**config.mk**
```make
export PLATFORM = sky130hd
export DESIGN_NAME = hazard_unit
export DESIGN_NICKNAME = d
export VERILOG_FILES = /design/src/hdl/cpu_pkg.sv /design/src/hdl/hazard_unit.sv
export SDC_FILE = /design/constraint.sdc
export NUM_CORES = 1
export LEC_CHECK = 0
export ABC_AREA = 1
export BUFFER_PORTS_ARGS = -buffer_cell sky130_fd_sc_hd__buf_2
export CAP_MARGIN = 15
export CORE_AREA = 2 2 102 104
export DETAILED_ROUTE_END_ITERATION = 12
export DIE_AREA = 0 0 104 106
export PLACE_DENSITY = 0.52
export SYNTH_ARGS = -nofsm -noshare
export SYNTH_HDL_FRONTEND = slang
export SYNTH_SLANG_ARGS = --single-unit
```
**constraint.sdc**
```tcl
create_clock -name vclk -period 1.27
set_clock_uncertainty 0.05 [all_clocks]
set_input_delay 0.0635 -clock vclk [all_inputs]
set_output_delay 0.0635 -clock vclk [all_outputs]
set_load 0.05 [all_outputs]
```
**src/hdl/cpu_pkg.sv**
```systemverilog
package cpu_pkg;

	localparam int XLEN = 32;
	localparam int REG_ADDR_W = 5;

	////////////////////////////////////////
	// instruction set encodings
	////////////////////////////////////////

	// opcodes 20 to 31 are free and decode as no-ops
	typedef enum logic [4:0] {
		OP_ADD  = 5'd0,
		OP_ADDI = 5'd1,
		OP_SUB  = 5'd2,
		OP_AND  = 5'd3,
		OP_ANDI = 5'd4,
		OP_OR   = 5'd5,
		OP_ORI  = 5'd6,
		OP_XOR  = 5'd7,
		OP_SLL  = 5'd8,
		OP_SRL  = 5'd9,
		OP_SRA  = 5'd10,
		OP_LLI  = 5'd11,
		OP_LUI  = 5'd12,
		OP_LW   = 5'd13,
		OP_SW   = 5'd14,
		OP_LWO  = 5'd15,
		OP_SWO  = 5'd16,
		OP_B    = 5'd17,
		OP_BL   = 5'd18,
		OP_RET  = 5'd19
	} opcode_e;

	typedef enum logic [2:0] {
		ALU_ADD,
		ALU_SUB,
		ALU_AND,
		ALU_OR,
		ALU_XOR,
		ALU_SLL,
		ALU_SRL,
		ALU_SRA
	} alu_op_e;

	typedef enum logic [2:0] {
		COND_NE,
		COND_EQ,
		COND_GT,
		COND_LT,
		COND_GE,
		COND_LE,
		COND_OVERFLOW,
		COND_ALWAYS
	} branch_cond_e;

	typedef struct packed {
		opcode_e                 opcode;
		logic [REG_ADDR_W-1:0]   dest;
		logic [REG_ADDR_W-1:0]   src1;
		logic [REG_ADDR_W-1:0]   src2;
		logic [11:0]             unused;
	} instr_reg_t;

	typedef struct packed {
		opcode_e                 opcode;
		logic [REG_ADDR_W-1:0]   dest;
		logic [REG_ADDR_W-1:0]   src1;
		logic                    pad;
		logic [15:0]             imm16;
	} instr_imm_t;

	typedef struct packed {
		opcode_e                 opcode;
		branch_cond_e            cond;
		logic [7:0]              unused;
		logic [15:0]             imm16;
	} instr_br_t;

	// one instruction word, three ways to read it
	typedef union packed {
		instr_reg_t r;
		instr_imm_t i;
		instr_br_t  b;
	} instr_t;

	////////////////////////////////////////
	// pipeline registers
	////////////////////////////////////////

	typedef struct packed {
		logic zero;
		logic sign;
		logic overflow;
	} flags_t;

	typedef struct packed {
		alu_op_e                 alu_op;
		logic                    use_immediate;
		logic                    select_immediate;
		logic                    update_flags;
		logic [REG_ADDR_W-1:0]   src1;
		logic [REG_ADDR_W-1:0]   src2;
	} ex_ctrl_t;

	typedef struct packed {
		logic                    read;
		logic                    write;
		logic [REG_ADDR_W-1:0]   src;
	} mem_ctrl_t;

	typedef struct packed {
		logic [REG_ADDR_W-1:0]   dest;
		logic                    write;
		logic                    write_lower;
		logic                    write_upper;
	} wb_ctrl_t;

	typedef struct packed {
		logic                    valid;
		logic [XLEN-1:0]         op1;
		logic [XLEN-1:0]         op2;
		logic [XLEN-1:0]         immediate;
		ex_ctrl_t                ex;
		mem_ctrl_t               mem;
		wb_ctrl_t                wb;
	} idex_t;

	typedef struct packed {
		logic                    valid;
		logic [XLEN-1:0]         result;
		logic [XLEN-1:0]         store_data;
		mem_ctrl_t               mem;
		wb_ctrl_t                wb;
	} exmem_t;

	typedef struct packed {
		logic                    valid;
		logic [XLEN-1:0]         result;
		wb_ctrl_t                wb;
	} memwb_t;

	// write-back port, also seen outside the core
	typedef struct packed {
		logic                    valid;
		logic                    lower;
		logic                    upper;
		logic [REG_ADDR_W-1:0]   dest;
		logic [XLEN-1:0]         data;
	} rf_write_t;

endpackage

```
**src/hdl/hazard_unit.sv**
```systemverilog
`timescale 1ns/1ps

module hazard_unit import cpu_pkg::*; (
	input  idex_t                 idex,
	input  exmem_t                exmem,
	input  memwb_t                memwb,
	input  logic [REG_ADDR_W-1:0] id_raddr1,
	input  logic [REG_ADDR_W-1:0] id_raddr2,
	input  logic                  id_branch_pending,
	input  logic                  ifid_valid,
	output logic                  fwd_exmem_op1,
	output logic                  fwd_exmem_op2,
	output logic                  fwd_memwb_op1,
	output logic                  fwd_memwb_op2,
	output logic                  fwd_store,
	output logic                  stall
);

	logic exmem_fwd_ok;
	logic memwb_fwd_ok;
	logic load_use;
	logic branch_flags;
	logic half_read;

	function automatic logic id_reads(
		input logic [REG_ADDR_W-1:0] dest,
		input logic [REG_ADDR_W-1:0] a1,
		input logic [REG_ADDR_W-1:0] a2
	);
		return dest != '0 && (dest == a1 || dest == a2);
	endfunction

	// full word results only, a load in EX/MEM still holds its address
	assign exmem_fwd_ok = exmem.valid && exmem.wb.write && !exmem.mem.read &&
		exmem.wb.dest != '0;
	assign memwb_fwd_ok = memwb.valid && memwb.wb.write && memwb.wb.dest != '0;

	assign fwd_exmem_op1 = exmem_fwd_ok && exmem.wb.dest == idex.ex.src1;
	assign fwd_exmem_op2 = exmem_fwd_ok && exmem.wb.dest == idex.ex.src2;
	assign fwd_memwb_op1 = memwb_fwd_ok && memwb.wb.dest == idex.ex.src1;
	assign fwd_memwb_op2 = memwb_fwd_ok && memwb.wb.dest == idex.ex.src2;
	assign fwd_store     = memwb_fwd_ok && memwb.wb.dest == exmem.mem.src;

	// hold the user in decode until the load sits in MEM/WB,
	// so execute never needs a load result from EX/MEM
	assign load_use =
		(idex.valid && idex.mem.read && id_reads(idex.wb.dest, id_raddr1, id_raddr2)) ||
		(exmem.valid && exmem.mem.read && id_reads(exmem.wb.dest, id_raddr1, id_raddr2));

	// flags are written at the end of execute
	assign branch_flags = id_branch_pending && idex.valid && idex.ex.update_flags;

	// half writes are not forwarded, wait for the register file
	assign half_read =
		(idex.valid && (idex.wb.write_lower || idex.wb.write_upper) &&
			id_reads(idex.wb.dest, id_raddr1, id_raddr2)) ||
		(exmem.valid && (exmem.wb.write_lower || exmem.wb.write_upper) &&
			id_reads(exmem.wb.dest, id_raddr1, id_raddr2));

	assign stall = ifid_valid && (load_use || branch_flags || half_read);

endmodule

```
==> impl_metrics.toml <==
[outcome]
status = "completed"

[die]
rows = 37
core_area_um2 = 10000
fp.dieH_um = 106
die_area_um2 = 11000
ioPinCount = 267
initial_core_util_pct = 7.62
die_width_um = 104

[setup_path]
crit_type = "in -> out"
path_max_fanout = 5
required_ns = 1.16
worst_setup_path_start_kind = "input pin"
startpoint = "exmem[5]"
cp-end-kind = "output port"
arrival_ns = 1.11
endpoint = "fwd_exmem_op2"

[route]
vias_per_cell = 3.07
wl_mm = 3.38
post_drt_wl_per_cell_um = 9.92
drcViolationCount = 0
vias = 1048
first_iter_violations = 19
dr.pass1.iters = 4
ant_nets = 0

[synth]
synthSimpleGateAreaFrac_pct = 47.0
synth_compound_area_share_pct = 0.985
synth_top_family_by_area = "simple AND/OR/NAND/NOR gates"
muxShareOfSynthArea_pct = 0
yosysWarnings = 0
synth_area_um2 = 762
synth_commonest_cells = "nand2_1, xnor2_1, inv_1"
synth_most_common_cell = "nand2_1"
synthCells = 142
yosysTopAreaCell = "nand2_1"
ys_types = 15
post_synth.cell_area_avg_um2 = 5.37
yosysSeqAreaShare_pct = 0
synthesis.nets = 403
synthTopCellsByArea = "nand2_1, xnor2_1, xor2_1"
synth-adder-area-share_pct = 0
synthXorXnorAreaFrac_pct = 35.6
yosys.area.top_type_share_pct = 23.2

[placement]
place_ws_ns = -0.0210
dp_hpwl_mm = 3.23
gp_congestion = 0.699
place_inst = 341
io_buffers = 60

[timing]
tns_ns = 0
fmax_mhz = 817
setup_viol = 0
post-route-period-util_pct = 96.4
hold_violations = 0
whs_ns = 0.398
rsz0062_at_grt = "no"
min_period_ns = 1.22
drv_slew = 0
finalWorstSetupSlack_ns = 0.0462
max-slew-margin-rel_pct = 83.4
tightest_slew_ns = 0.247

[power]
ir_drop_uv = 70.9
swShare_pct = 51.8
internal-power_mw = 0.197
p_per_area_nw_per_um2 = 294
p_leak_nw = 0.709
power.switching_mw = 0.211
p_clk_share_pct = 0
power_frac_seq_pct = 0
p_comb_share_pct = 100.0

[global_routing]
grt_usage_pct = 6.07
grt_pass1_wl_mm = 5.38
grt_max_degree = 6
first_global_vias = 1026
antenna_found_initial = 1
grt_overflow_total = 0

[layout]
fill_cells = 1178
seq_cells = 0
num-clock-buffers = 0
area_growth_pct = 81.9
stdcell_count = 341
drive_gt1_share_pct = 38.5
regArea_um2 = 0
final_nets = 468
multi_input_area_um2 = 704
n_antenna_cell = 0

[cts]
hold_buffers = 0

[flow_run]
maxCapViolations = 0

[worst_hold_path]
hold_class = "in -> out"
stage by stage:
step	util (%)	power, mW	cell area (um2)
2_1_floorplan	-	0.219	818
3_3_place_gp	13.5	0.397	1350
3_5_place_dp	13.5	0.405	1350
4_1_cts	13.6	0.408	1360
5_1_grt	13.9	0.455	1390
6_report	13.9	0.408	1390
cells by family (layout without fill, tap and decap cells):
family	Yosys count	count (layout)
XOR/XNOR	31	31
AO/OA/AOI/OAI	1	1
buffers and inverters	26	89
AND/OR/NAND/NOR	84	84
layer usage:
| metal | vias up | track usage (%) | wire length, um | part of all wire, % |
|---|---|---|---|---|
| li1 | 561 | - | - | - |
| met3 | 2 | 1.90 | 261 | 7.7 |
| met1 | 448 | 8.54 | 1670 | 49 |
| met4 | 2 | 0 | 2 | 0.059 |
| met2 | 35 | 9.68 | 1440 | 43 |
| met5 | - | 0 | 11 | 0.33 |
layout make-up:
cell class,instances,share of cell area [%]
inverter,21,5.69
multi-input combinational,116,50.8
tap,136,12.3
timing repair buffer,68,31.2
cells in the final DEF, fill, tap and decap left out, types with 2 or more instances in the layout:
master and count:
buf_12 4, buf_2 54, buf_4 5, buf_6 2, clkbuf_4 3, inv_1 17
inv_2 4, nand2_1 47, nand3_1 12, nand4_1 2, nor2_1 13, nor3_1 3
nor4_4 3, xnor2_1 20, xor2_1 11
power groups by stage:
| stage | Clock, mW | Combinational (mW) | Sequential [mW] |
|---|---|---|---|
| 3_3_place_gp | 0 | 0.397 | 0 |
| 2_1_floorplan | 0 | 0.219 | 0 |
| 5_1_grt | 0 | 0.455 | 0 |
| 3_5_place_dp | 0 | 0.405 | 0 |
| 4_1_cts | 0 | 0.408 | 0 |
| 6_report | 0 | 0.408 | 0 |
critical path, stage by stage:
cell and delay [ns]:
clkbuf_4 0.16, buf_12 0.13, xnor2_1 0.13, nand3_1 0.13, nor4_2 0.24, buf_4 0.24
worst min-delay path by stage:
stage               startpoint  endpoint  slack (ns)  cells past startpoint
CTS                 ifid_valid     stall        0.42                      4
finish              ifid_valid     stall        0.40                      4
detailed placement  ifid_valid     stall        0.45                      4
global placement    ifid_valid     stall        0.45                      4
global route        ifid_valid     stall        0.42                      4
floorplan           ifid_valid     stall        0.31                      2
what timing repair did:
| item | 4_1_cts | 5_1_grt |
|---|---|---|
| setup buffers | 0 | 0 |
| gates resized for setup | 2 | 9 |
| pin swaps | 0 | 4 |
| setup endpoints to repair | 2 | 2 |
Power figures use the tool's default switching activity.
