`src/hdl/cpu_pkg.sv`:
```
package cpu_pkg;

	localparam int XLEN = 32;
	localparam int REG_ADDR_W = 5;

	////////////////////////////////////////
	// instruction set encodings
	////////////////////////////////////////

	// opcodes 20 to 31 are free and decode as no-ops
	typedef enum logic [4:0] {
		OP_ADD  = 5'd0,
		OP_ADDI = 5'd1,
		OP_SUB  = 5'd2,
		OP_AND  = 5'd3,
		OP_ANDI = 5'd4,
		OP_OR   = 5'd5,
		OP_ORI  = 5'd6,
		OP_XOR  = 5'd7,
		OP_SLL  = 5'd8,
		OP_SRL  = 5'd9,
		OP_SRA  = 5'd10,
		OP_LLI  = 5'd11,
		OP_LUI  = 5'd12,
		OP_LW   = 5'd13,
		OP_SW   = 5'd14,
		OP_LWO  = 5'd15,
		OP_SWO  = 5'd16,
		OP_B    = 5'd17,
		OP_BL   = 5'd18,
		OP_RET  = 5'd19
	} opcode_e;

	typedef enum logic [2:0] {
		ALU_ADD,
		ALU_SUB,
		ALU_AND,
		ALU_OR,
		ALU_XOR,
		ALU_SLL,
		ALU_SRL,
		ALU_SRA
	} alu_op_e;

	typedef enum logic [2:0] {
		COND_NE,
		COND_EQ,
		COND_GT,
		COND_LT,
		COND_GE,
		COND_LE,
		COND_OVERFLOW,
		COND_ALWAYS
	} branch_cond_e;

	typedef struct packed {
		opcode_e                 opcode;
		logic [REG_ADDR_W-1:0]   dest;
		logic [REG_ADDR_W-1:0]   src1;
		logic [REG_ADDR_W-1:0]   src2;
		logic [11:0]             unused;
	} instr_reg_t;

	typedef struct packed {
		opcode_e                 opcode;
		logic [REG_ADDR_W-1:0]   dest;
		logic [REG_ADDR_W-1:0]   src1;
		logic                    pad;
		logic [15:0]             imm16;
	} instr_imm_t;

	typedef struct packed {
		opcode_e                 opcode;
		branch_cond_e            cond;
		logic [7:0]              unused;
		logic [15:0]             imm16;
	} instr_br_t;

	// one instruction word, three ways to read it
	typedef union packed {
		instr_reg_t r;
		instr_imm_t i;
		instr_br_t  b;
	} instr_t;

	////////////////////////////////////////
	// pipeline registers
	////////////////////////////////////////

	typedef struct packed {
		logic zero;
		logic sign;
		logic overflow;
	} flags_t;

	typedef struct packed {
		alu_op_e                 alu_op;
		logic                    use_immediate;
		logic                    select_immediate;
		logic                    update_flags;
		logic [REG_ADDR_W-1:0]   src1;
		logic [REG_ADDR_W-1:0]   src2;
	} ex_ctrl_t;

	typedef struct packed {
		logic                    read;
		logic                    write;
		logic [REG_ADDR_W-1:0]   src;
	} mem_ctrl_t;

	typedef struct packed {
		logic [REG_ADDR_W-1:0]   dest;
		logic                    write;
		logic                    write_lower;
		logic                    write_upper;
	} wb_ctrl_t;

	typedef struct packed {
		logic                    valid;
		logic [XLEN-1:0]         op1;
		logic [XLEN-1:0]         op2;
		logic [XLEN-1:0]         immediate;
		ex_ctrl_t                ex;
		mem_ctrl_t               mem;
		wb_ctrl_t                wb;
	} idex_t;

	typedef struct packed {
		logic                    valid;
		logic [XLEN-1:0]         result;
		logic [XLEN-1:0]         store_data;
		mem_ctrl_t               mem;
		wb_ctrl_t                wb;
	} exmem_t;

	typedef struct packed {
		logic                    valid;
		logic [XLEN-1:0]         result;
		wb_ctrl_t                wb;
	} memwb_t;

	// write-back port, also seen outside the core
	typedef struct packed {
		logic                    valid;
		logic                    lower;
		logic                    upper;
		logic [REG_ADDR_W-1:0]   dest;
		logic [XLEN-1:0]         data;
	} rf_write_t;

endpackage

```
`src/hdl/register_file.sv`:
```
`timescale 1ns/1ps

module register_file import cpu_pkg::*; (
	input  logic                  clk,
	input  logic                  rst_n,
	input  logic [REG_ADDR_W-1:0] raddr1,
	input  logic [REG_ADDR_W-1:0] raddr2,
	output logic [XLEN-1:0]       rdata1,
	output logic [XLEN-1:0]       rdata2,
	input  rf_write_t             wr
);

	logic [XLEN-1:0] regs [2**REG_ADDR_W];

	// register 0 is never written
	always_ff @(posedge clk or negedge rst_n) begin
		if (!rst_n) begin
			for (int i = 0; i < 2**REG_ADDR_W; i++) begin
				regs[i] <= '0;
			end
		end else if (wr.valid && wr.dest != '0) begin
			if (wr.lower) begin
				regs[wr.dest][15:0] <= wr.data[15:0];
			end else if (wr.upper) begin
				regs[wr.dest][XLEN-1:16] <= wr.data[15:0];
			end else begin
				regs[wr.dest] <= wr.data;
			end
		end
	end

	// write-through, merges the halves on a half write
	function automatic logic [XLEN-1:0] read_port(
		input logic [REG_ADDR_W-1:0] addr,
		input logic [XLEN-1:0]       stored,
		input rf_write_t             w
	);
		logic [XLEN-1:0] value;
		value = stored;
		if (w.valid && w.dest == addr && addr != '0) begin
			if (w.lower) begin
				value = {stored[XLEN-1:16], w.data[15:0]};
			end else if (w.upper) begin
				value = {w.data[15:0], stored[15:0]};
			end else begin
				value = w.data;
			end
		end
		return value;
	endfunction

	assign rdata1 = read_port(raddr1, regs[raddr1], wr);
	assign rdata2 = read_port(raddr2, regs[raddr2], wr);

endmodule

```
`config.mk`:
```
export PLATFORM = sky130hd
export DESIGN_NAME = register_file
export DESIGN_NICKNAME = d
export VERILOG_FILES = /design/src/hdl/cpu_pkg.sv /design/src/hdl/register_file.sv
export SDC_FILE = /design/constraint.sdc
export NUM_CORES = 2
export LEC_CHECK = 0
export BUFFER_PORTS_ARGS = -buffer_cell sky130_fd_sc_hd__buf_4
export CORE_MARGIN = 1.5
export CORE_UTILIZATION = 39
export CTS_BUF_LIST = sky130_fd_sc_hd__clkbuf_16
export CTS_CLUSTER_SIZE = 14
export DETAILED_ROUTE_END_ITERATION = 10
export PLACE_DENSITY = 0.56
export RECOVER_POWER = 100
export SYNTH_ARGS = -nofsm -noshare
export SYNTH_HDL_FRONTEND = slang
export SYNTH_SLANG_ARGS = --single-unit
```
`constraint.sdc`:
```
create_clock -name clk -period 1.9 [get_ports clk]
set_clock_uncertainty 0.05 [all_clocks]
set_input_delay 0 -clock clk [delete_from_list [all_inputs] [get_ports clk]]
set_output_delay 0 -clock clk [all_outputs]
set_load 0.02 [all_outputs]
```
==> run metrics <==
crit-path cells buf_6 > mux4_2 > mux4_2 > o211ai_1 > o21ai_1 > buf_4; Largest regs regs: 1024 flops; power density over cell area 967 nW/um^2; worst r2r src regs[782]; Leak 30.9 nW; CTS clock-pin slew for the worst setup and hold paths 0.06 ns; Global Route Usage Sum 0.279; EDFF count, synth 0; final wirelength 198000 microns; required time of the critical path 1.85 ns; Top FF cell, synth dfrtp_1; met2 Usage GRT 0.423; GR peak layer met2; vias in the first global route 40953; Final setup violation count 809; Place WS -0.494 ns; Final HPWL DP 131000 microns; Reg with most FFs regs; clock network power share 0.338; Slew Limit Fails 0; Async SR Flop Fraction 1.00; class of the worst hold path in2reg; Logic pwr share 0.246; Worst Setup Slack, final -0.962 ns; vias per inst 5.94; synthesized area per cell 12.8 sq um; CP peak stage delay 0.54 ns; most frequent CP cell mux4_2; Setup crit start kind flip-flop; Int Pwr 47.7 mW; first-pass GRT wire length 289000 microns; RePlAce Congestion 0.903; Cell Count, Final, Fillers Out 6952; Critical Path AT 2.81 ns; Routed Antenna Nets 0; net switching power 19.3 mW; Ys Warns 0; # rows 137; Max Cap Viol 0; Root Buffer clkbuf_16; vias 41291; Worst setup EP type output port; Critical Path Source regs[793]; Unique masters post-synth 57; Die Width 377 microns; CTS tree built; met1 GRT Util 0.402; P&R area growth vs syn 26.9%; CTS sink cnt 1024; DRC 0; measured slew at the worst slew-check pin 1.16 ns; number of diodes 0; fin nets 5033; drt first pass iters 5; outcome finished with violations; critical path peak fanout 2; Reg power frac 0.416; cells after synthesis 4266; core area 139000 sq um; num ports 116; cell count after placement 6658; pin count of the biggest net entering global routing 106; share of cells above drive strength 1 0.459; Net Sw Frac 0.288; FMAX 0.349 GHz; Final Hold Violating Endpoints 0; sequential area share after synthesis 0.469; Hold Startpoint wr[37]; Die H 377 microns; met3 GRT Util 0.0557; syn_nets 4318; Final period util 1.51; most common cell after layout, fill and taps aside dfrtp_1; Clock Path Buffers 3; initial core utilization 0.393; Rel. slew slack 0.229; peak supply drop 0.751 mV; 1st-iter DRT viols 3923; DR WL/cell 28.5 microns; Critical-path top delay cell mux4_2; number of synthesized register bits 1024; # H-tree levels 3; Clock Latency Late Sink 0.75 ns; Crit Path Category reg2out; die area 142000 sq um; Largest register FFs 1024; Syn Std Cell Area 54600 sq um; port bufs 115; GRT Residual Overflow 0; post-layout min period 2.86 ns; failing checks setup timing; cts bufs inserted 112; initial antenna violation count 7; commonest non-fill, non-tap cells in the layout 1024 x dfrtp_1, 724 x buf_4, 502 x mux4_2, 472 x mux2_2, 335 x nand2_1; RSZ-0062 raised after global routing true
## Yosys cell counts, types with 3 or more instances
library cell / instances / area share
mux4_2: 502 / 0.21
o21ai_1: 16 / 0.0015
o22ai_1: 16 / 0.0018
nand3_1: 3 / 0.00027
buf_1: 20 / 0.0014
a211oi_1: 11 / 0.0015
buf_6: 32 / 0.0066
o211ai_1: 5 / 0.00069
inv_1: 6 / 0.00041
a211o_1: 3 / 0.00048
nor4_1: 5 / 0.00057
mux2i_1: 220 / 0.040
xnor2_1: 4 / 0.00064
buf_8: 8 / 0.0022
nand2_1: 344 / 0.024
and2_1: 8 / 0.00092
o21ai_0: 303 / 0.028
o221ai_1: 36 / 0.0058
and2_0: 3 / 0.00034
or2_2: 6 / 0.00069
nor3_1: 31 / 0.0028
nand2b_1: 14 / 0.0016
dfrtp_1: 1024 / 0.47
a32oi_1: 4 / 0.00064
a221o_1: 17 / 0.0031
or4_1: 3 / 0.00041
buf_2: 80 / 0.0073
nor2b_1: 22 / 0.0025
o31ai_1: 3 / 0.00041
xor2_1: 4 / 0.00064
nor2_4: 6 / 0.0012
nor2_1: 312 / 0.021
mux2_2: 478 / 0.099
clkbuf_1: 294 / 0.020
a22oi_1: 21 / 0.0029
a21oi_1: 310 / 0.028
buf_4: 27 / 0.0037
a221oi_1: 42 / 0.0067
## cell families after synthesis
kind of cell    after synthesis  share of synthesized area
xor+xnor                      8                    0.00128
buf+inv                     469                     0.0423
simple gates                771                     0.0587
mux                        1202                      0.346
compound gates              792                     0.0826
flops                      1024                      0.469
## power groups by stage
stage / registers (mW) / clock network [mW] / logic, mW
6_report: 27.9 / 22.7 / 16.5
5_1_grt: 28.2 / 23.9 / 17.7
4_1_cts: 27.7 / 23.1 / 16.3
3_5_place_dp: 28.1 / 0 / 15.5
3_3_place_gp: 28.0 / 0 / 15.2
2_1_floorplan: 27.4 / 0 / 9.25
## metal layers
metal,vias to the layer above,routed length [microns]
li1,17473,-
met1,21634,84700
met2,1844,89400
met3,332,17600
met4,8,6120
met5,-,61
## path summary, 6_finish.rpt
| check | end | slack [ns] | cells after the start |
|---|---|---|---|
| setup / recovery | rdata1[25] | -0.96 | 6 |
| hold / removal | regs[987] | 0.06 | 5 |
| setup reg to reg | regs[782] | 0.83 | 3 |
| hold reg to reg | regs[999] | 0.35 | 0 |
| max in group asynchronous | regs[51] | -0.31 | 5 |
| min in group asynchronous | regs[768] | 0.68 | 3 |
## worst max-delay path: cells and delay by family (launching register included)
family	cells	cell delay (ns)
mux	2	1.02
compound gates	2	0.35
flops	1	0.40
buf+inv	2	0.29
## stage by stage
step | utilization | instance area (sq um) | total power [mW] | TNS, ns | hold slack [ns]
finish | 0.498 | 69300 | 67.0 | -132.78 | 0.0639
global placement | 0.463 | 64500 | 43.2 | -73.44 | -0.0846
global route | 0.498 | 69300 | 69.8 | -220.00 | 0.0504
floorplan | - | 54700 | 36.7 | -0.417 | -0.346
detailed placement | 0.463 | 64500 | 43.6 | -72.21 | -0.0876
CTS | 0.501 | 69700 | 67.1 | -53.42 | 0.00145
## layout make-up
cell class	count	area (sq um)
flip-flops and latches	1024	25600
clock buffers	112	2800
repair buffers	1063	9820
clock inverters	97	962
fillers	12227	69900
multi-input cells	2773	27800
inverters	7	26.3
well taps	1876	2350
## timing repair
item / CTS / global route
gates resized for setup: 197 / 65
setup endpoints to repair: 64 / 185
setup buffers: 37 / 18
endpoints found under the hold margin: 1961 / 0
pin swaps: 61 / 31
gates cloned: 0 / 1
hold buffers: 51 / 0
(Power assumes the default switching activity.)
