### src/hdl/cpu_pkg.sv
package cpu_pkg;

	localparam int XLEN = 32;
	localparam int REG_ADDR_W = 5;

	////////////////////////////////////////
	// instruction set encodings
	////////////////////////////////////////

	// opcodes 20 to 31 are free and decode as no-ops
	typedef enum logic [4:0] {
		OP_ADD  = 5'd0,
		OP_ADDI = 5'd1,
		OP_SUB  = 5'd2,
		OP_AND  = 5'd3,
		OP_ANDI = 5'd4,
		OP_OR   = 5'd5,
		OP_ORI  = 5'd6,
		OP_XOR  = 5'd7,
		OP_SLL  = 5'd8,
		OP_SRL  = 5'd9,
		OP_SRA  = 5'd10,
		OP_LLI  = 5'd11,
		OP_LUI  = 5'd12,
		OP_LW   = 5'd13,
		OP_SW   = 5'd14,
		OP_LWO  = 5'd15,
		OP_SWO  = 5'd16,
		OP_B    = 5'd17,
		OP_BL   = 5'd18,
		OP_RET  = 5'd19
	} opcode_e;

	typedef enum logic [2:0] {
		ALU_ADD,
		ALU_SUB,
		ALU_AND,
		ALU_OR,
		ALU_XOR,
		ALU_SLL,
		ALU_SRL,
		ALU_SRA
	} alu_op_e;

	typedef enum logic [2:0] {
		COND_NE,
		COND_EQ,
		COND_GT,
		COND_LT,
		COND_GE,
		COND_LE,
		COND_OVERFLOW,
		COND_ALWAYS
	} branch_cond_e;

	typedef struct packed {
		opcode_e                 opcode;
		logic [REG_ADDR_W-1:0]   dest;
		logic [REG_ADDR_W-1:0]   src1;
		logic [REG_ADDR_W-1:0]   src2;
		logic [11:0]             unused;
	} instr_reg_t;

	typedef struct packed {
		opcode_e                 opcode;
		logic [REG_ADDR_W-1:0]   dest;
		logic [REG_ADDR_W-1:0]   src1;
		logic                    pad;
		logic [15:0]             imm16;
	} instr_imm_t;

	typedef struct packed {
		opcode_e                 opcode;
		branch_cond_e            cond;
		logic [7:0]              unused;
		logic [15:0]             imm16;
	} instr_br_t;

	// one instruction word, three ways to read it
	typedef union packed {
		instr_reg_t r;
		instr_imm_t i;
		instr_br_t  b;
	} instr_t;

	////////////////////////////////////////
	// pipeline registers
	////////////////////////////////////////

	typedef struct packed {
		logic zero;
		logic sign;
		logic overflow;
	} flags_t;

	typedef struct packed {
		alu_op_e                 alu_op;
		logic                    use_immediate;
		logic                    select_immediate;
		logic                    update_flags;
		logic [REG_ADDR_W-1:0]   src1;
		logic [REG_ADDR_W-1:0]   src2;
	} ex_ctrl_t;

	typedef struct packed {
		logic                    read;
		logic                    write;
		logic [REG_ADDR_W-1:0]   src;
	} mem_ctrl_t;

	typedef struct packed {
		logic [REG_ADDR_W-1:0]   dest;
		logic                    write;
		logic                    write_lower;
		logic                    write_upper;
	} wb_ctrl_t;

	typedef struct packed {
		logic                    valid;
		logic [XLEN-1:0]         op1;
		logic [XLEN-1:0]         op2;
		logic [XLEN-1:0]         immediate;
		ex_ctrl_t                ex;
		mem_ctrl_t               mem;
		wb_ctrl_t                wb;
	} idex_t;

	typedef struct packed {
		logic                    valid;
		logic [XLEN-1:0]         result;
		logic [XLEN-1:0]         store_data;
		mem_ctrl_t               mem;
		wb_ctrl_t                wb;
	} exmem_t;

	typedef struct packed {
		logic                    valid;
		logic [XLEN-1:0]         result;
		wb_ctrl_t                wb;
	} memwb_t;

	// write-back port, also seen outside the core
	typedef struct packed {
		logic                    valid;
		logic                    lower;
		logic                    upper;
		logic [REG_ADDR_W-1:0]   dest;
		logic [XLEN-1:0]         data;
	} rf_write_t;

endpackage

### src/hdl/fetch_stage.sv
`timescale 1ns/1ps

module fetch_stage import cpu_pkg::*; #(
	parameter int IMEM_ADDR_W = 11
) (
	input  logic                   clk,
	input  logic                   rst_n,
	input  logic                   stall,
	input  logic                   branch,
	input  logic [IMEM_ADDR_W-1:0] branch_target,
	input  logic                   link,
	input  logic [IMEM_ADDR_W-1:0] link_address,
	input  logic                   ret,
	input  instr_t                 imem_data,
	output logic [IMEM_ADDR_W-1:0] imem_addr,
	output instr_t                 ifid_instr,
	output logic [IMEM_ADDR_W-1:0] ifid_pc,
	output logic                   ifid_valid
);

	logic                   pc_reset;
	logic [IMEM_ADDR_W-1:0] pc_ghost;
	logic [IMEM_ADDR_W-1:0] link_reg;

	// pc_reset keeps address 0 on the bus for the first cycle
	// pc_ghost is the address the instruction memory latched
	always_ff @(posedge clk or negedge rst_n) begin
		if (!rst_n) begin
			pc_reset <= 1'b1;
			pc_ghost <= '0;
			link_reg <= '0;
		end else begin
			pc_reset <= 1'b0;
			pc_ghost <= imem_addr;
			if (link) begin
				link_reg <= link_address;
			end
		end
	end

	always_comb begin
		if (pc_reset) begin
			imem_addr = '0;
		end else if (branch) begin
			imem_addr = branch_target;
		end else if (ret) begin
			imem_addr = link_reg;
		end else if (!stall) begin
			// word addressed
			imem_addr = pc_ghost + IMEM_ADDR_W'(1);
		end else begin
			imem_addr = pc_ghost;
		end
	end

	// IF/ID
	always_ff @(posedge clk or negedge rst_n) begin
		if (!rst_n) begin
			ifid_instr <= '0;
			ifid_pc    <= '0;
			ifid_valid <= 1'b0;
		end else if (pc_reset || branch || ret) begin
			// fall-through word is dropped
			ifid_instr <= '0;
			ifid_pc    <= pc_ghost;
			ifid_valid <= 1'b0;
		end else if (!stall) begin
			ifid_instr <= imem_data;
			ifid_pc    <= pc_ghost;
			ifid_valid <= imem_data != '0;
		end
	end

endmodule

### config.mk
export PLATFORM = sky130hd
export DESIGN_NAME = fetch_stage
export DESIGN_NICKNAME = d
export VERILOG_FILES = /design/src/hdl/cpu_pkg.sv /design/src/hdl/fetch_stage.sv
export SDC_FILE = /design/constraint.sdc
export NUM_CORES = 1
export LEC_CHECK = 0
export BUFFER_PORTS_ARGS = -buffer_cell sky130_fd_sc_hd__buf_2
export CORE_MARGIN = 2
export CORE_UTILIZATION = 52
export DETAILED_ROUTE_END_ITERATION = 16
export PLACE_DENSITY = 0.93
export RECOVER_POWER = 25
export SETUP_SLACK_MARGIN = 0.5
export SKIP_LAST_GASP = 1
export SLEW_MARGIN = 20
export SYNTH_ARGS = -nofsm -noshare
export SYNTH_HDL_FRONTEND = slang
export SYNTH_SLANG_ARGS = --single-unit
export TNS_END_PERCENT = 10
### constraint.sdc
create_clock -name clk -period 3.6 [get_ports clk]
set_input_delay 0.54 -clock clk [delete_from_list [all_inputs] [get_ports clk]]
set_output_delay 0.54 -clock clk [all_outputs]
set_load 0.02 [all_outputs]
==> impl_metrics.json <==
{
  "total_power_mw": 1.58,
  "ir_drop_v": 0.000255,
  "violations": "capacitance limit, slew limit",
  "finClkSkew_ns": 0.00861,
  "synth_cell_type_count": 43,
  "fillers": 407,
  "clock_latency_ns": 0.33,
  "ys.flop_type": "dfrtp_1",
  "clk_pin_slew_worst_paths_ns": 0.07,
  "synth_edf_count": 0,
  "htree_levels": 3,
  "io_pins": 115,
  "antenna_found_initial": 0,
  "worstHoldPathType": "input pin to flop",
  "maxCapViolations": 1,
  "top_register": "ifid_instr",
  "synth-seq-cells": 67,
  "viasPerCell": 5.41,
  "finalSetupTns_ns": 0,
  "seqCellArea_sq_um": 1680,
  "pwr_density_cell_nw_per_um2": 436,
  "grt_max_degree": 48,
  "sw_frac_of_total": 0.262,
  "largest_reg_flops": 32,
  "dp_hpwl_microns": 4670,
  "synthesis.area_per_instance_sq_um": 12.9,
  "multi_input_area_sq_um": 1080,
  "endpoint_kind": "output port",
  "synthCells": 222,
  "grt_pass1_vias": 2234,
  "io_buffers": 114,
  "wl_per_cell_microns": 15.6,
  "start_kind": "flop",
  "crit_fanout": 4,
  "track_usage": 0.228,
  "rows": 27,
  "leakage_nw": 1.89,
  "finalWorstPathRequiredPeriod_ns": 2.46,
  "required_ns": 3.06,
  "fp.dieH_microns": 78.2,
  "async_flop_share": 1.00,
  "clockRootBuffer": "clkbuf_8",
  "path_class": "flop to output port",
  "grt_pass1_wl_microns": 10600,
  "worst_pin_slew_ns": 2.47,
  "status": "finished, violations left",
  "cts_tree": "yes",
  "hold_viol_final": 0,
  "final_nets": 397,
  "max_freq_ghz": 0.406,
  "power.share.clock": 0.350,
  "routabilityCongestion": 0.795,
  "die-area_sq_um": 6120,
  "setup_viol": 0,
  "core_area_sq_um": 5410,
  "drc": 0,
  "cts_made_buffers": 9,
  "rsz0062_at_grt": "false",
  "clockBufferDepth": 2,
  "cts.sinks": 67,
  "routed_wl_microns": 6450,
  "drtIter0Drc": 92,
  "whs_ns": 0.411,
  "final.period_utilization": 0.685,
  "cts_resized": 0,
  "drive_gt1_frac": 0.440,
  "start_util": 0.530,
  "cp.arrival_ns": 1.92,
  "seqPwrFrac": 0.521,
  "vias": 2236,
  "die_w_microns": 78.2,
  "syn_area_sq_um": 2870,
  "power.switching_mw": 0.413,
  "ys_seq_area_frac": 0.586,
  "antenna_left": 0,
  "synth_nets": 283,
  "area_delta_synth_final_pct": 26.2,
  "slew_headroom": -0.644,
  "internal_power_mw": 1.16,
  "first_pass_iters": 4,
  "ys_warn_count": 0,
  "hold_buffers": 0,
  "postCtsSetupBuffers": 0,
  "p_comb_frac": 0.129,
  "antenna_cells": 0,
  "slew_violations": 48,
  "grt_overflow_total": 0
}
[synthesized netlist by cell type, types with 2 or more instances]
library cell | instances | share of area
dfrtp_1 | 66 | 0.58
a22o_1 | 33 | 0.10
nand2_1 | 13 | 0.017
mux2_2 | 10 | 0.039
nor2_1 | 10 | 0.013
nor4_1 | 8 | 0.017
mux2_1 | 6 | 0.024
o21ai_0 | 6 | 0.010
xnor2_1 | 6 | 0.018
buf_6 | 5 | 0.020
inv_1 | 5 | 0.0066
o21ai_1 | 5 | 0.0087
nand4_1 | 4 | 0.0087
buf_2 | 3 | 0.0052
mux2_4 | 3 | 0.016
o22ai_1 | 3 | 0.0066
xor2_1 | 3 | 0.0092
a211oi_2 | 2 | 0.0087
a21oi_1 | 2 | 0.0035
a22oi_1 | 2 | 0.0052
and3_1 | 2 | 0.0044
buf_1 | 2 | 0.0026
mux2i_1 | 2 | 0.0070
nand3_1 | 2 | 0.0035
[power by group through the flow]
stage	logic, mW	clock network (mW)	registers (mW)
finish	0.203	0.551	0.822
global route	0.225	0.589	0.828
CTS	0.206	0.561	0.822
detailed placement	0.204	0	0.836
global placement	0.200	0	0.834
floorplan	0.0930	0	0.850
[per-layer routing]
layer / vias up / track usage / routed length, microns
met5: - / 0 / 0
met4: 0 / 0.0895 / 94
met3: 9 / 0.0494 / 471
met2: 111 / 0.372 / 3040
met1: 1055 / 0.300 / 2840
li1: 1061 / - / -
[critical path, stage by stage (launching register included)]
cell,delay (ns)
dfrtp_1,0.43
ha_1,0.23
nand4b_4,0.14
nor4_2,0.23
xnor2_1,0.12
a211oi_2,0.24
buf_2,0.21
[metrics by stage]
step / setup WS (ns) / instance area [sq um] / cells / utilization
floorplan: 1.52 / 2870 / 222 / -
global placement: 1.29 / 3440 / 397 / 0.637
detailed placement: 1.27 / 3440 / 397 / 0.637
CTS: 1.13 / 3620 / 413 / 0.669
global route: 0.622 / 3610 / 413 / 0.669
finish: 1.14 / 3610 / 413 / 0.669
[cells by family (layout without fill, tap and decap cells)]
group,after synthesis,in the layout,share of synthesized area
fa+ha+maj,1,1,0.00437
flops,67,67,0.586
buf+inv,17,136,0.0380
mux,21,21,0.0856
simple gates,48,48,0.0991
compound gates,58,58,0.159
other cells,1,1,0.00131
xor+xnor,9,9,0.0275
[final cells by class]
type,count,area share
timing repair buffer,115,0.159
sequential,67,0.464
multi-input combinational,138,0.299
clock buffer,14,0.0450
inverter,5,0.00519
clock inverter,2,0.00277
tap,72,0.0249
[cells in the final DEF, fill, tap and decap left out, types with 3 or more instances in the layout]
cell type and instances:
buf_2 112, dfrtp_1 66, a22o_1 33, nand2_1 13
clkbuf_8 11, nor2_1 10, mux2_2 10, nor4_1 8
xnor2_1 6, o21ai_0 6, mux2_1 6, inv_1 5
o21ai_1 5, clkbuf_1 5, nand4_1 4, o22ai_1 3
xor2_1 3, mux2_4 3
[path summary, 6_finish.rpt]
path	start	cells after the start	slack [ns]	to
worst max-delay path	pc_ghost[0]	6	1.14	imem_addr[10]
min in group asynchronous	rst_n	1	0.96	ifid_instr[9]
worst max register to register	pc_reset	3	1.62	ifid_pc[0]
worst min register to register	ifid_pc[9]	2	0.48	ifid_pc[9]
worst min-delay path	link_address[9]	3	0.41	link_reg[9]
max in group asynchronous	rst_n	1	1.24	ifid_pc[9]
Note: power is estimated with default switching activity, not from simulation.
