===== src/hdl/cpu_pkg.sv =====
package cpu_pkg;

	localparam int XLEN = 32;
	localparam int REG_ADDR_W = 5;

	////////////////////////////////////////
	// instruction set encodings
	////////////////////////////////////////

	// opcodes 20 to 31 are free and decode as no-ops
	typedef enum logic [4:0] {
		OP_ADD  = 5'd0,
		OP_ADDI = 5'd1,
		OP_SUB  = 5'd2,
		OP_AND  = 5'd3,
		OP_ANDI = 5'd4,
		OP_OR   = 5'd5,
		OP_ORI  = 5'd6,
		OP_XOR  = 5'd7,
		OP_SLL  = 5'd8,
		OP_SRL  = 5'd9,
		OP_SRA  = 5'd10,
		OP_LLI  = 5'd11,
		OP_LUI  = 5'd12,
		OP_LW   = 5'd13,
		OP_SW   = 5'd14,
		OP_LWO  = 5'd15,
		OP_SWO  = 5'd16,
		OP_B    = 5'd17,
		OP_BL   = 5'd18,
		OP_RET  = 5'd19
	} opcode_e;

	typedef enum logic [2:0] {
		ALU_ADD,
		ALU_SUB,
		ALU_AND,
		ALU_OR,
		ALU_XOR,
		ALU_SLL,
		ALU_SRL,
		ALU_SRA
	} alu_op_e;

	typedef enum logic [2:0] {
		COND_NE,
		COND_EQ,
		COND_GT,
		COND_LT,
		COND_GE,
		COND_LE,
		COND_OVERFLOW,
		COND_ALWAYS
	} branch_cond_e;

	typedef struct packed {
		opcode_e                 opcode;
		logic [REG_ADDR_W-1:0]   dest;
		logic [REG_ADDR_W-1:0]   src1;
		logic [REG_ADDR_W-1:0]   src2;
		logic [11:0]             unused;
	} instr_reg_t;

	typedef struct packed {
		opcode_e                 opcode;
		logic [REG_ADDR_W-1:0]   dest;
		logic [REG_ADDR_W-1:0]   src1;
		logic                    pad;
		logic [15:0]             imm16;
	} instr_imm_t;

	typedef struct packed {
		opcode_e                 opcode;
		branch_cond_e            cond;
		logic [7:0]              unused;
		logic [15:0]             imm16;
	} instr_br_t;

	// one instruction word, three ways to read it
	typedef union packed {
		instr_reg_t r;
		instr_imm_t i;
		instr_br_t  b;
	} instr_t;

	////////////////////////////////////////
	// pipeline registers
	////////////////////////////////////////

	typedef struct packed {
		logic zero;
		logic sign;
		logic overflow;
	} flags_t;

	typedef struct packed {
		alu_op_e                 alu_op;
		logic                    use_immediate;
		logic                    select_immediate;
		logic                    update_flags;
		logic [REG_ADDR_W-1:0]   src1;
		logic [REG_ADDR_W-1:0]   src2;
	} ex_ctrl_t;

	typedef struct packed {
		logic                    read;
		logic                    write;
		logic [REG_ADDR_W-1:0]   src;
	} mem_ctrl_t;

	typedef struct packed {
		logic [REG_ADDR_W-1:0]   dest;
		logic                    write;
		logic                    write_lower;
		logic                    write_upper;
	} wb_ctrl_t;

	typedef struct packed {
		logic                    valid;
		logic [XLEN-1:0]         op1;
		logic [XLEN-1:0]         op2;
		logic [XLEN-1:0]         immediate;
		ex_ctrl_t                ex;
		mem_ctrl_t               mem;
		wb_ctrl_t                wb;
	} idex_t;

	typedef struct packed {
		logic                    valid;
		logic [XLEN-1:0]         result;
		logic [XLEN-1:0]         store_data;
		mem_ctrl_t               mem;
		wb_ctrl_t                wb;
	} exmem_t;

	typedef struct packed {
		logic                    valid;
		logic [XLEN-1:0]         result;
		wb_ctrl_t                wb;
	} memwb_t;

	// write-back port, also seen outside the core
	typedef struct packed {
		logic                    valid;
		logic                    lower;
		logic                    upper;
		logic [REG_ADDR_W-1:0]   dest;
		logic [XLEN-1:0]         data;
	} rf_write_t;

endpackage


===== src/hdl/decode_stage.sv =====
`timescale 1ns/1ps

module decode_stage import cpu_pkg::*; #(
	parameter int IMEM_ADDR_W = 11
) (
	input  logic                   clk,
	input  logic                   rst_n,
	input  instr_t                 ifid_instr,
	input  logic [IMEM_ADDR_W-1:0] ifid_pc,
	input  logic                   ifid_valid,
	input  logic                   stall,
	input  flags_t                 flags,
	input  logic [XLEN-1:0]        rf_rdata1,
	input  logic [XLEN-1:0]        rf_rdata2,
	output logic [REG_ADDR_W-1:0]  rf_raddr1,
	output logic [REG_ADDR_W-1:0]  rf_raddr2,
	output logic                   branch,
	output logic [IMEM_ADDR_W-1:0] branch_target,
	output logic                   link,
	output logic [IMEM_ADDR_W-1:0] link_address,
	output logic                   ret,
	output idex_t                  idex,
	output logic                   id_branch_pending,
	output wb_ctrl_t               id_wb
);

	ex_ctrl_t        ex_ctrl;
	mem_ctrl_t       mem_ctrl;
	logic            use_dest;
	logic            is_branch;
	logic            is_link;
	logic            is_ret;
	logic            taken;
	logic [XLEN-1:0] immediate;

	////////////////////////////////////////
	// opcode decode
	////////////////////////////////////////

	always_comb begin
		use_dest  = 1'b0;
		is_branch = 1'b0;
		is_link   = 1'b0;
		is_ret    = 1'b0;
		ex_ctrl   = '0;
		mem_ctrl  = '0;
		id_wb     = '0;
		id_wb.dest = ifid_instr.r.dest;

		case (ifid_instr.r.opcode)
			OP_SUB: ex_ctrl.alu_op = ALU_SUB;
			OP_AND, OP_ANDI: ex_ctrl.alu_op = ALU_AND;
			OP_OR, OP_ORI: ex_ctrl.alu_op = ALU_OR;
			OP_XOR: ex_ctrl.alu_op = ALU_XOR;
			OP_SLL: ex_ctrl.alu_op = ALU_SLL;
			OP_SRL: ex_ctrl.alu_op = ALU_SRL;
			OP_SRA: ex_ctrl.alu_op = ALU_SRA;
			// offset addressing adds too
			default: ex_ctrl.alu_op = ALU_ADD;
		endcase

		case (ifid_instr.r.opcode)
			OP_ADD, OP_SUB, OP_AND, OP_OR, OP_XOR, OP_SLL, OP_SRL, OP_SRA: begin
				ex_ctrl.update_flags = 1'b1;
				id_wb.write = 1'b1;
			end
			OP_ADDI, OP_ANDI, OP_ORI: begin
				ex_ctrl.use_immediate = 1'b1;
				ex_ctrl.update_flags = 1'b1;
				id_wb.write = 1'b1;
			end
			OP_LLI: begin
				ex_ctrl.select_immediate = 1'b1;
				id_wb.write_lower = 1'b1;
			end
			OP_LUI: begin
				ex_ctrl.select_immediate = 1'b1;
				id_wb.write_upper = 1'b1;
			end
			OP_LW, OP_LWO: begin
				ex_ctrl.select_immediate = ifid_instr.r.opcode == OP_LW;
				ex_ctrl.use_immediate = ifid_instr.r.opcode == OP_LWO;
				mem_ctrl.read = 1'b1;
				id_wb.write = 1'b1;
			end
			OP_SW, OP_SWO: begin
				// store data register sits in the dest field
				use_dest = 1'b1;
				ex_ctrl.select_immediate = ifid_instr.r.opcode == OP_SW;
				ex_ctrl.use_immediate = ifid_instr.r.opcode == OP_SWO;
				mem_ctrl.write = 1'b1;
			end
			OP_B: is_branch = 1'b1;
			OP_BL: begin
				is_branch = 1'b1;
				is_link = 1'b1;
			end
			OP_RET: is_ret = 1'b1;
			default: begin
			end
		endcase

		ex_ctrl.src1 = ifid_instr.r.src1;
		ex_ctrl.src2 = use_dest ? ifid_instr.r.dest : ifid_instr.r.src2;
		mem_ctrl.src = ex_ctrl.src2;
	end

	assign rf_raddr1 = ex_ctrl.src1;
	assign rf_raddr2 = ex_ctrl.src2;

	////////////////////////////////////////
	// branches
	////////////////////////////////////////

	always_comb begin
		case (ifid_instr.b.cond)
			COND_NE: taken = !flags.zero;
			COND_EQ: taken = flags.zero;
			COND_GT: taken = !flags.zero && !flags.sign;
			COND_LT: taken = !flags.zero && flags.sign;
			COND_GE: taken = flags.zero || !flags.sign;
			COND_LE: taken = flags.zero || flags.sign;
			COND_OVERFLOW: taken = flags.overflow;
			default: taken = 1'b1;
		endcase
	end

	assign immediate = {{(XLEN-16){ifid_instr.i.imm16[15]}}, ifid_instr.i.imm16};

	assign link_address  = ifid_pc + IMEM_ADDR_W'(1);
	assign branch_target = link_address + immediate[IMEM_ADDR_W-1:0];

	// a stalled instruction is redone next cycle
	assign branch = ifid_valid && is_branch && taken && !stall;
	assign link   = ifid_valid && is_link && taken && !stall;
	assign ret    = ifid_valid && is_ret && !stall;

	assign id_branch_pending = ifid_valid && is_branch;

	// ID/EX
	always_ff @(posedge clk or negedge rst_n) begin
		if (!rst_n) begin
			idex <= '0;
		end else if (stall || !ifid_valid) begin
			idex <= '0;
		end else begin
			idex.valid     <= 1'b1;
			idex.op1       <= rf_rdata1;
			idex.op2       <= rf_rdata2;
			idex.immediate <= immediate;
			idex.ex        <= ex_ctrl;
			idex.mem       <= mem_ctrl;
			idex.wb        <= id_wb;
		end
	end

endmodule


===== config.mk =====
export PLATFORM = sky130hd
export DESIGN_NAME = decode_stage
export DESIGN_NICKNAME = d
export VERILOG_FILES = /design/src/hdl/cpu_pkg.sv /design/src/hdl/decode_stage.sv
export SDC_FILE = /design/constraint.sdc
export NUM_CORES = 1
export LEC_CHECK = 0
export BUFFER_PORTS_ARGS = -buffer_cell sky130_fd_sc_hd__buf_2
export CAP_MARGIN = 20
export CORE_ASPECT_RATIO = 1.4
export CORE_MARGIN = 5
export CORE_UTILIZATION = 31
export DETAILED_ROUTE_END_ITERATION = 10
export PLACE_DENSITY = 0.62
export SLEW_MARGIN = 20
export SYNTH_ARGS = -nofsm -noshare
export SYNTH_HDL_FRONTEND = slang
export SYNTH_SLANG_ARGS = --single-unit

===== constraint.sdc =====
create_clock -name clk -period 3.65 [get_ports clk]
set_input_delay 0.365 -clock clk [delete_from_list [all_inputs] [get_ports clk]]
set_output_delay 0.365 -clock clk [all_outputs]
set_load 0.005 [all_outputs]

==> results.md <==
* Status: completed
* Synthesis Warnings at 0
* Via count at about 3800
* First-pass GRT wire length at ~21000 um
* Share of layout cells above drive strength 1 at between 40% and 50%
* Die Width at 115 um
* Seq/Total Area, Yosys at 56.5%
* Post-CTS Setup Inserts at 0
* Slowest cell on crit path: ha_1
* Total gr overflow at 0
* I/O pins at 286
* Drt wl/cell at 15.8 um
* Antenna-violating nets left at 0
* NetSw at 674 uW
* Least-Margin Pin Slew at 876 ps
* Drt pass-1 iters at 4
* Starting Density at 31.5%
* TNS Setup at 0 ps
* Crit Path Category: in -> out
* Sequential fraction of design power at around 48%
* Class of the worst hold path: in -> async
* Biggest register: idex
* Initial detailed-routing violation count at 151
* Logic pwr share at around 17%
* CTS buffer count at 9
* Slew Limit Fails at 0
* Post-Syn Area at around 4700 um^2
* Hold Buf Count CTS at 0
* Placed cells at 847
* Total track usage at roughly 15%
* P_int at 1.91 mW
* Clock transition at path regs at 70 ps
* Sw Ratio at between 20% and 30%
* RSZ-0062 raised after global routing: no
* Fmax at 0.346 GHz
* Clock Power Share at 35.5%
* Finished Cell Area at ~6400 um^2
* Ant diodes at 0
* Ys flop type: dfrtp_1
* Tcrit/Tclk final at about four fifths
* DR vias/cell at between 4 and 5
* Max Cap Viol at 0
* Post_cts resized at 0
* Synthesized instance count at roughly 410
* Post-DP Area at 6130 um^2
* Residual DRC at 0
* Worst Setup End Kind: primary output
* Count of flip-flops with a built-in enable after synthesis at 0
* Die ar. at 17900 um^2
* Rows at between 50 and 60
* FFs w/ async S/R, synth at 100%
* Clock sink total at roughly 110
* Crit path time final at 2890 ps
* Hold slack at between 100 and 150 ps
* TritonCTS clock tree: yes
* Core area at between 15000 and 20000 um^2
* Final setup viols at 0
* DIE HEIGHT at 156 um
* Mean Syn Cell Area at 11.5 um^2
* Final WL at 13600 um
* Critical Path Source Type: primary input
* CP cell instances: buf_2 -> nand3_1 -> nor2_1 -> nand3_1 -> xnor2_1 -> ha_1 -> a21o_1 -> a211o_1 -> nor2_1 -> a21oi_1 -> xnor2_1 -> buf_2
* Final nets at 797
* Pin count of the biggest net entering global routing at 71
* Pwr Total at 2.58 mW
* GPL Wtd Cong at 0.830
* CP required at 3280 ps
* Biggest regs: idex (107)
* H-tree depth at 3
* Most common cell after layout, fill and taps aside: buf_2
* Clock Tree Root: clkbuf_16
* Vias in the first global route at 4007
* Syn_nets at 544
* Longest Clk Path Bufs at 2
* VDD IR-drop max at 230 uV
* Worst EP arrival at 2530 ps
* Post-Layout Cell Count at 863
* Max incr delay on CP at between 300 and 400 ps
* Final hold vios at 0
* PortBufs at 285
* Fillers at 1453
* Max reg flops at 107
* Worst-path fanout max at 7
* P_leak at 3.71 nW
* Power Density at ~400 nW/um^2
* Most frequent cells in the layout: buf_2, dfrtp_1, and2_1
* Antenna violations before repair at 0
* Relative slew margins at 41.6%
* Half-perimeter wire length after placement at 11100 um
* Flops & latches, synth at ~110
* Post-synth cell types at 45
* P&R area growth vs syn at 35.3%
==> critical path: cells and delay by family <==
family,cells,cell delay (ps)
buffers and inverters,2,250
adder cells (fa/ha/maj),1,340
AO/OA/AOI/OAI,3,620
AND/OR/NAND/NOR,4,600
XOR/XNOR,2,350
==> worst max-delay path by stage <==
stage	startpoint	end	slack, ps	cells after the start
5_1_grt	ifid_pc[2]	branch_target[10]	670	12
3_3_place_gp	ifid_pc[2]	branch_target[10]	810	12
4_1_cts	ifid_pc[2]	branch_target[10]	780	12
6_report	ifid_pc[2]	branch_target[10]	760	12
3_5_place_dp	ifid_pc[2]	branch_target[10]	780	12
2_1_floorplan	ifid_pc[0]	branch_target[10]	1130	10
==> per-layer routing <==
metal	up-vias	global-route usage, %	wire length (um)
met3	10	3.29	1120
li1	1808	-	-
met1	1836	15.8	4780
met2	176	27.8	7500
met4	0	4.13	197
met5	-	0	0
==> area by class of cell <==
cell class	count	area (um^2)	share of cell area, %
Timing Repair Buffer	288	1450	22.6
Multi-Input combinational cell	247	1710	26.6
Clock inverter	6	56.3	0.878
Clock buffer	10	229	3.57
Inverter	13	51.3	0.800
Tap cell	192	240	3.75
Sequential cell	107	2680	41.7
==> synthesized netlist by cell type, types with 2 or more instances <==
cell type / number / area share (%)
xor2_1: 5 / 0.92
inv_1: 12 / 0.95
o21ai_0: 4 / 0.42
a211oi_1: 2 / 0.32
o21a_1: 2 / 0.32
nor2_1: 22 / 1.7
and2_1: 99 / 13
a211o_1: 2 / 0.37
buf_4: 31 / 4.9
nor3_1: 12 / 1.3
a21oi_1: 13 / 1.4
nand2_1: 8 / 0.63
nand3_1: 6 / 0.63
mux2i_1: 2 / 0.42
xnor2_1: 10 / 1.8
dfrtp_1: 107 / 56
nand4_1: 2 / 0.26
and3_1: 5 / 0.66
nor4b_1: 2 / 0.37
ha_1: 16 / 4.2
o22ai_1: 3 / 0.40
a21o_1: 4 / 0.63
clkbuf_1: 12 / 0.95
a221oi_1: 2 / 0.37
buf_6: 2 / 0.47
nor2b_1: 5 / 0.66
mux2_4: 5 / 1.6
==> power groups by stage <==
| stage | combinational, mW | clock, mW | sequential (mW) |
|---|---|---|---|
| final | 0.426 | 0.917 | 1.24 |
| after global placement | 0.424 | 0 | 1.26 |
| after CTS | 0.435 | 0.962 | 1.24 |
| after detailed placement | 0.432 | 0 | 1.26 |
| after global routing | 0.476 | 1.00 | 1.24 |
| after floorplan | 0.207 | 0 | 1.27 |
==> stage by stage <==
| step | worst slack [ps] | util, % |
|---|---|---|
| 5_1_grt | 669 | 42.6 |
| 3_5_place_dp | 783 | 40.7 |
| 3_3_place_gp | 813 | 40.7 |
| 6_report | 760 | 42.6 |
| 2_1_floorplan | 1130 | - |
| 4_1_cts | 777 | 42.6 |
==> kinds of logic after synthesis <==
group	synth area share [%]
fa+ha+maj	4.64
buf+inv	7.52
compound gates	5.09
flops	56.5
simple gates	21.2
mux	2.01
xor+xnor	3.11
No activity file was read; power rests on OpenSTA's default activity.
